File: config.mk
export PLATFORM = sky130hd
export DESIGN_NAME = permutationSumTop
export DESIGN_NICKNAME = d
export VERILOG_FILES = /design/src/rtl/permLinkPkg.sv /design/src/rtl/permDomainPkg.sv /design/src/rtl/permutationSumTop.sv /design/src/rtl/coefficientAccumulator.sv /design/src/rtl/variableSwapper.sv /design/src/rtl/permIndexCounter.sv /design/src/rtl/batchController.sv
export SDC_FILE = /design/constraint.sdc
export NUM_CORES = 1
export LEC_CHECK = 0
export BUFFER_PORTS_ARGS = -buffer_cell sky130_fd_sc_hd__buf_2
export CELL_PAD_IN_SITES_DETAIL_PLACEMENT = 0
export CELL_PAD_IN_SITES_GLOBAL_PLACEMENT = 1
export CORE_MARGIN = 4
export CORE_UTILIZATION = 47
export DETAILED_ROUTE_END_ITERATION = 10
export PLACE_DENSITY = 0.79
export SKIP_LAST_GASP = 1
export SYNTH_ARGS = -nofsm -noshare
export SYNTH_HDL_FRONTEND = slang
export SYNTH_SLANG_ARGS = --single-unit
export TNS_END_PERCENT = 50
File: constraint.sdc
create_clock -name clk -period 5.15 [get_ports clk]
set_input_delay 0.2575 -clock clk [delete_from_list [all_inputs] [get_ports clk]]
set_output_delay 0.2575 -clock clk [all_outputs]
set_load 0.1 [all_outputs]
File: src/rtl/permLinkPkg.sv
`default_nettype none

package permLinkPkg;

    // Both accumulators wrap at their width
    localparam int sumWidth = 16;
    localparam int countWidth = 10;

    typedef struct packed {
        logic [sumWidth-1:0] pcoeffSum;
        logic [countWidth-1:0] pcoeffCount;
    } batchResult_t;

    // Controller FSM states
    typedef enum logic [2:0] {
        stIdle = 3'd0,
        stAccept = 3'd1,
        stRun = 3'd2,
        stDrain = 3'd3,
        stPublish = 3'd4,
        stRelease = 3'd5
    } ctrlState_e;

endpackage

`default_nettype wire

File: src/rtl/permDomainPkg.sv
`default_nettype none

package permDomainPkg;

    // 4-variable functions, one bit per input combination
    localparam int tableWidth = 16;
    localparam int varCount = 4;

    // Permutation k swaps variable 0 with variable k
    localparam int permCount = 4;
    localparam int permIndexWidth = 2;

    typedef enum logic [1:0] {
        kindTop = 2'd0,
        kindBot = 2'd1
    } wordKind_e;

    typedef struct packed {
        wordKind_e kind;
        logic endOfBatch;
        logic pad;
        logic [tableWidth-1:0] truthTable;
    } botWord_t;

    typedef struct packed {
        wordKind_e kind;
        logic [1:0] reserved;
        logic [tableWidth-1:0] topTable;
    } topWord_t;

    // Kind sits in the top two bits of both views
    typedef union packed {
        botWord_t bot;
        topWord_t top;
    } inputWord_u;

    typedef struct packed {
        logic [tableWidth-1:0] permTable;
        logic valid;
        logic lastOfBatch;
    } permItem_t;

endpackage

`default_nettype wire
File: src/rtl/permutationSumTop.sv
`timescale 1ns/1ps
`default_nettype none

module permutationSumTop
    import permDomainPkg::*;
    import permLinkPkg::*;
(
    input  wire logic clk,
    input  wire logic rst,
    input  wire logic inReq,
    input  inputWord_u inWord,
    input  wire logic outAck,
    output logic inAck,
    output logic outReq,
    output batchResult_t result
);

    logic loadTop;
    logic loadBot;
    logic start;
    logic batchEnd;
    logic clear;
    logic busy;
    logic [permIndexWidth-1:0] permIndex;
    permItem_t item;

    batchController i_batchController (
        .clk(clk),
        .rst(rst),
        .inReq(inReq),
        .inWord(inWord),
        .busy(busy),
        .outAck(outAck),
        .inAck(inAck),
        .loadTop(loadTop),
        .loadBot(loadBot),
        .start(start),
        .batchEnd(batchEnd),
        .clear(clear),
        .outReq(outReq)
    );

    permIndexCounter i_permIndexCounter (
        .clk(clk),
        .rst(rst),
        .start(start),
        .permIndex(permIndex),
        .busy(busy)
    );

    // Table field read through whichever view matches the load
    variableSwapper i_variableSwapper (
        .clk(clk),
        .rst(rst),
        .loadBot(loadBot),
        .botTable(inWord.bot.truthTable),
        .permIndex(permIndex),
        .busy(busy),
        .batchEnd(batchEnd),
        .item(item)
    );

    coefficientAccumulator i_coefficientAccumulator (
        .clk(clk),
        .rst(rst),
        .loadTop(loadTop),
        .topTable(inWord.top.topTable),
        .item(item),
        .clear(clear),
        .result(result)
    );

endmodule

`default_nettype wire

File: src/rtl/coefficientAccumulator.sv
`timescale 1ns/1ps
`default_nettype none

module coefficientAccumulator
    import permDomainPkg::*;
    import permLinkPkg::*;
(
    input  wire logic clk,
    input  wire logic rst,
    input  wire logic loadTop,
    input  wire logic [tableWidth-1:0] topTable,
    input  permItem_t item,
    input  wire logic clear,
    output batchResult_t result
);

    logic [tableWidth-1:0] topReg;
    logic [sumWidth-1:0] sumReg;
    logic [countWidth-1:0] countReg;
    logic [sumWidth-1:0] onesCount;
    logic fitsTop;

    // Valid only when no set bit falls outside the top
    assign fitsTop = ((item.permTable & ~topReg) == '0);

    always_comb begin
        onesCount = '0;
        for (int i = 0; i < tableWidth; i++) begin
            onesCount = onesCount + sumWidth'(item.permTable[i]);
        end
    end

    always_ff @(posedge clk) begin
        if (rst) begin
            topReg <= '0;
        end else if (loadTop) begin
            topReg <= topTable;
        end
    end

    // Sum and count wrap at their own widths
    always_ff @(posedge clk) begin
        if (rst || clear) begin
            sumReg <= '0;
            countReg <= '0;
        end else if (item.valid && fitsTop) begin
            sumReg <= sumReg + onesCount;
            countReg <= countReg + 1'b1;
        end
    end

    assign result = '{pcoeffSum: sumReg, pcoeffCount: countReg};

endmodule

`default_nettype wire

File: src/rtl/variableSwapper.sv
`timescale 1ns/1ps
`default_nettype none

module variableSwapper
    import permDomainPkg::*;
(
    input  wire logic clk,
    input  wire logic rst,
    input  wire logic loadBot,
    input  wire logic [tableWidth-1:0] botTable,
    input  wire logic [permIndexWidth-1:0] permIndex,
    input  wire logic busy,
    input  wire logic batchEnd,
    output permItem_t item
);

    logic [tableWidth-1:0] botReg;
    logic [tableWidth-1:0] permTableReg;
    logic validReg;
    logic lastReg;

    // Output bit i reads the bot at i with index bits 0 and k exchanged
    function automatic logic [tableWidth-1:0] swapVars(
        input logic [tableWidth-1:0] t,
        input logic [permIndexWidth-1:0] k
    );
        logic [tableWidth-1:0] r;
        logic [varCount-1:0] idx;
        logic [varCount-1:0] src;
        for (int i = 0; i < tableWidth; i++) begin
            idx = varCount'(i);
            src = idx;
            src[0] = idx[k];
            src[k] = idx[0];
            r[i] = t[src];
        end
        return r;
    endfunction

    always_ff @(posedge clk) begin
        if (loadBot) begin
            botReg <= botTable;
        end
        if (busy) begin
            permTableReg <= swapVars(botReg, permIndex);
        end
    end

    always_ff @(posedge clk) begin
        if (rst) begin
            validReg <= 1'b0;
            lastReg <= 1'b0;
        end else begin
            validReg <= busy;
            lastReg <= busy && batchEnd && (permIndex == permIndexWidth'(permCount - 1));
        end
    end

    assign item = '{permTable: permTableReg, valid: validReg, lastOfBatch: lastReg};

endmodule

`default_nettype wire

File: src/rtl/permIndexCounter.sv
`timescale 1ns/1ps
`default_nettype none

module permIndexCounter
    import permDomainPkg::*;
(
    input  wire logic clk,
    input  wire logic rst,
    input  wire logic start,
    output logic [permIndexWidth-1:0] permIndex,
    output logic busy
);

    always_ff @(posedge clk) begin
        if (rst) begin
            permIndex <= '0;
            busy <= 1'b0;
        end else if (busy) begin
            if (permIndex == permIndexWidth'(permCount - 1)) begin
                busy <= 1'b0;
                permIndex <= '0;
            end else begin
                permIndex <= permIndex + 1'b1;
            end
        end else if (start) begin
            // A start during a run is dropped
            busy <= 1'b1;
            permIndex <= '0;
        end
    end

endmodule

`default_nettype wire

File: src/rtl/batchController.sv
`timescale 1ns/1ps
`default_nettype none

module batchController
    import permDomainPkg::*;
    import permLinkPkg::*;
(
    input  wire logic clk,
    input  wire logic rst,
    input  wire logic inReq,
    input  inputWord_u inWord,
    input  wire logic busy,
    input  wire logic outAck,
    output logic inAck,
    output logic loadTop,
    output logic loadBot,
    output logic start,
    output logic batchEnd,
    output logic clear,
    output logic outReq
);

    ctrlState_e state;
    logic acceptedBot;
    logic drainCount;
    logic wordIsBot;

    // Kind occupies the same bits in both views of the word
    assign wordIsBot = (inWord.bot.kind == kindBot);

    // Loads happen on the same edge that raises inAck
    assign loadTop = (state == stIdle) && inReq && !wordIsBot;
    assign loadBot = (state == stIdle) && inReq && wordIsBot;
    assign start = loadBot;

    // Accumulators clear as the host finishes the result handshake
    assign clear = (state == stRelease) && !outAck;

    always_ff @(posedge clk) begin
        if (rst) begin
            state <= stIdle;
            inAck <= 1'b0;
            outReq <= 1'b0;
            batchEnd <= 1'b0;
            acceptedBot <= 1'b0;
            drainCount <= 1'b0;
        end else begin
            case (state)
                stIdle: begin
                    if (inReq) begin
                        inAck <= 1'b1;
                        acceptedBot <= wordIsBot;
                        if (wordIsBot) begin
                            batchEnd <= inWord.bot.endOfBatch;
                        end
                        state <= stAccept;
                    end
                end
                stAccept: begin
                    // Finish the four-phase cycle before moving on
                    if (!inReq) begin
                        inAck <= 1'b0;
                        state <= acceptedBot ? stRun : stIdle;
                    end
                end
                stRun: begin
                    if (!busy) begin
                        drainCount <= 1'b0;
                        state <= batchEnd ? stDrain : stIdle;
                    end
                end
                stDrain: begin
                    // Two cycles for the swapper and accumulator stages
                    drainCount <= 1'b1;
                    if (drainCount) begin
                        state <= stPublish;
                    end
                end
                stPublish: begin
                    outReq <= 1'b1;
                    if (outReq && outAck) begin
                        state <= stRelease;
                    end
                end
                stRelease: begin
                    if (!outAck) begin
                        outReq <= 1'b0;
                        state <= stIdle;
                    end
                end
                default: begin
                    state <= stIdle;
                end
            endcase
        end
    end

endmodule

`default_nettype wire

==> summary.txt <==
Route
  • Vias per inst: 5.61
  • Routed WL per cell: 16.7 um
  • Routed Antenna Nets: 0
  • DR vias: 3603
  • Number of detailed-route iterations in the first pass: 4
  • DRC: 0
  • DRT iter0 DRCs: 350
  • Total wire length: 10.7 mm

Clock tree
  • CTS Buf Count: 9
  • Clock-pin slew on the worst setup and hold paths: 90 ps
  • H-tree Lvls: 3
  • Clock buffer depth: 2
  • # clock sinks: 86
  • Post-CTS sizing: 0
  • Root Driver: clkbuf_8
  • # hold bufs at CTS: 0
  • Post-CTS setup buffers: 0
  • Worst-Skew Late Latency: 360 ps
  • CTS tree: yes

Yosys
  • Mux cell area share after synthesis: 0.155
  • Largest family of logic cells by synthesized area: simple AND/OR/NAND/NOR gates
  • Synth Area per Inst: 10.5 um2
  • Area share of fa/ha/maj cells after synthesis: 0.104
  • Yosys warns: 0
  • Mapped Area: 0.00487 mm2
  • Async S/R FF share, synth: 0
  • Synth cell types: 49
  • Mapped Cells: 465
  • Synth Flop Type: dfxtp_1
  • Post-synthesis simple-gate area fraction: 0.162
  • Post-synth EDFFs: 32
  • Synth Register Bits: 86
  • Post-Synth XOR/XNOR Area: 0.00180
  • Compound-Gate Fraction of Synth Area: 0.111
  • Syn nets: 523
  • Seq/Total Area, Yosys: 0.419

Floorplanning
  • Die H: 110 um
  • Row cnt: 36
  • Die area: 0.0121 mm2
  • Chip width: 110 um
  • Initial core utilization: 0.490
  • Io pins: 52
  • CORE AREA: 0.00995 mm2

Place
  • Port bufs: 50
  • DP HPWL: 7.92 mm
  • Pre-CTS setup slack: 486 ps
  • Gp weighted congestion: 0.873

Power
  • Pwr per Cell Area: 264 mW/mm2
  • Pleak: 2.10 nW
  • Final total power: 1.43 mW
  • IR drop worst, VDD: 0.000134 V

Worst setup path
  • Worst setup EP type: register
  • Buffers plus inverters on the worst setup path: 3
  • Most used cell, CP: fa_1
  • CP Cell Sequence: ha_1 > inv_1 > fa_1 > fa_1 > fa_1 > fa_1 > inv_1 > ha_1 > inv_1 > fa_1 > nor2b_1 > o31a_1 > o22ai_1 > nor4b_1 > mux2i_1
  • CP startpoint kind: register
  • Worst Path Arrival: 4930 ps
  • Crit-path max cell delay: 550 ps
  • Cell family with the largest share of critical-path delay: adder cells
  • CP max FO: 6
  • Crit path required time: 5440 ps
  • Crit path kind: reg -> reg
  • Slowest-stage cell, CP: fa_1

Finish
  • Share of cells above drive strength 1: 0.208
  • Area delta synth->final: 10.5%
  • Ant. Diodes: 0
  • Layout Utilization: 0.541
  • Nets: 562

Timing
  • Sum Neg Setup Slack: 0 ps
  • FMAX: 215 MHz
  • Max_slew headroom: 0.211
  • Setup Viol. Count Final: 0
  • Worst slew pin tran: 1180 ps
  • Endpoints failing hold: 0
  • Final setup margin: 503 ps
  • Clock Skews: 10.4 ps
  • Period utilization: 0.902
  • Slew Limit Fails: 0
  • RSZ-0062 raised after global routing: no
  • Min Tclk post-route: 4650 ps

Run
  • Max_cap viols: 0

Global route
  • All-layer global routing usage: 0.196
  • Largest net degree at the start of global routing: 33
  • Vias in the first global route: 3581
  • Initial antenna violation count: 0
  • Global-route wire length before repair: 18.3 mm
  • Aggregate global routing overflow: 0

Hold path
  • Hold crit path type: in -> reg

Run status
  • Run status: finished, final reports clean
[cells in the mapped netlist, drive strengths merged (2+ instances only)]
library cell  count  area share
a21oi            37       0.038
a31o              2      0.0036
ha               23       0.059
mux2i            16       0.033
nand3            12       0.012
nand2b           29       0.037
fa               11       0.045
mux2              9       0.021
o21a              2      0.0031
nand2            54       0.042
nor4b             4      0.0072
or3               3      0.0039
inv              33       0.025
and3              2      0.0026
nor2b             8       0.010
o311ai            4      0.0072
o41ai             4      0.0072
nor3              3      0.0031
a31oi             4      0.0051
o22ai             2      0.0026
nor4              5      0.0064
a211oi            5      0.0077
a21o              2      0.0031
or2               2      0.0026
nor2             18       0.014
buf               5      0.0059
mux4             22        0.10
edfxtp           32        0.20
nand4             3      0.0039
o21ai            12       0.012
o31ai             5      0.0077
dfxtp            54        0.22
o2111ai           3      0.0054
or4               5      0.0085
clkbuf           20       0.015
[layout by cell type (no fill, tap or decap), types with 16 or more instances in the layout]
cell type	netlist	final
inv_1	33	33
mux4_2	22	22
ha_1	23	23
nand2_1	54	54
buf_2	2	50
nor2_1	18	18
a21oi_1	37	36
nand2b_1	29	29
mux2i_1	16	16
dfxtp_1	54	54
edfxtp_1	32	32
[metal layers]
metal,up-vias,track usage,share of wire
li1,1769,-,-
met1,1722,0.284,0.48
met2,100,0.293,0.45
met3,12,0.0429,0.054
met4,0,0.0623,0.012
met5,-,0,0
[sequential cells by signal, indices dropped and copies added, names as in the netlist, 2 cells and up]
name	cells
i_coefficientAccumulator.countReg	10
i_permIndexCounter.permIndex	2
i_batchController.state	3
i_variableSwapper.botReg	16
i_coefficientAccumulator.sumReg	16
i_coefficientAccumulator.topReg	16
i_variableSwapper.permTableReg	16
[cell families after synthesis]
kind of cell	after synthesis
and+or+nand+nor	153
AOI/OAI and AO/OA	86
buffers and inverters	58
DFF	86
adders and majority gates	34
xor gates and xnor gates	1
muxes	47
[report_power, final]
group	internal [mW]	switching (mW)
sequential	0.730	0.0256
combinational	0.107	0.134
clock	0.178	0.251
[worst paths after layout]
check / from / endpoint / slack [ps] / depth (start not counted)
setup / recovery: i_variableSwapper.permTableReg[1] / i_coefficientAccumulator.sumReg[8] / 500 / 15
hold / removal: inWord[7] / i_variableSwapper.botReg[7] / 90 / 1
setup reg to reg: i_variableSwapper.permTableReg[1] / i_coefficientAccumulator.sumReg[8] / 500 / 15
hold reg to reg: i_coefficientAccumulator.topReg[7] / i_coefficientAccumulator.topReg[7] / 460 / 2
[metrics by stage]
stage	hold WS, ps	instances	area [um2]
2_1_floorplan	356	465	4870
3_3_place_gp	443	626	5210
3_5_place_dp	448	626	5210
4_1_cts	66.5	642	5390
5_1_grt	63.8	642	5390
6_report	89.5	642	5390
[cell type report]
class | instances | area, um2
timing repair buffer | 53 | 273
inverter | 33 | 124
tap | 133 | 166
clock buffer | 10 | 128
clock inverter | 6 | 47.5
fill | 902 | 4570
sequential | 86 | 2040
multi-input combinational | 321 | 2610
Note: power is estimated with default switching activity, not from simulation.
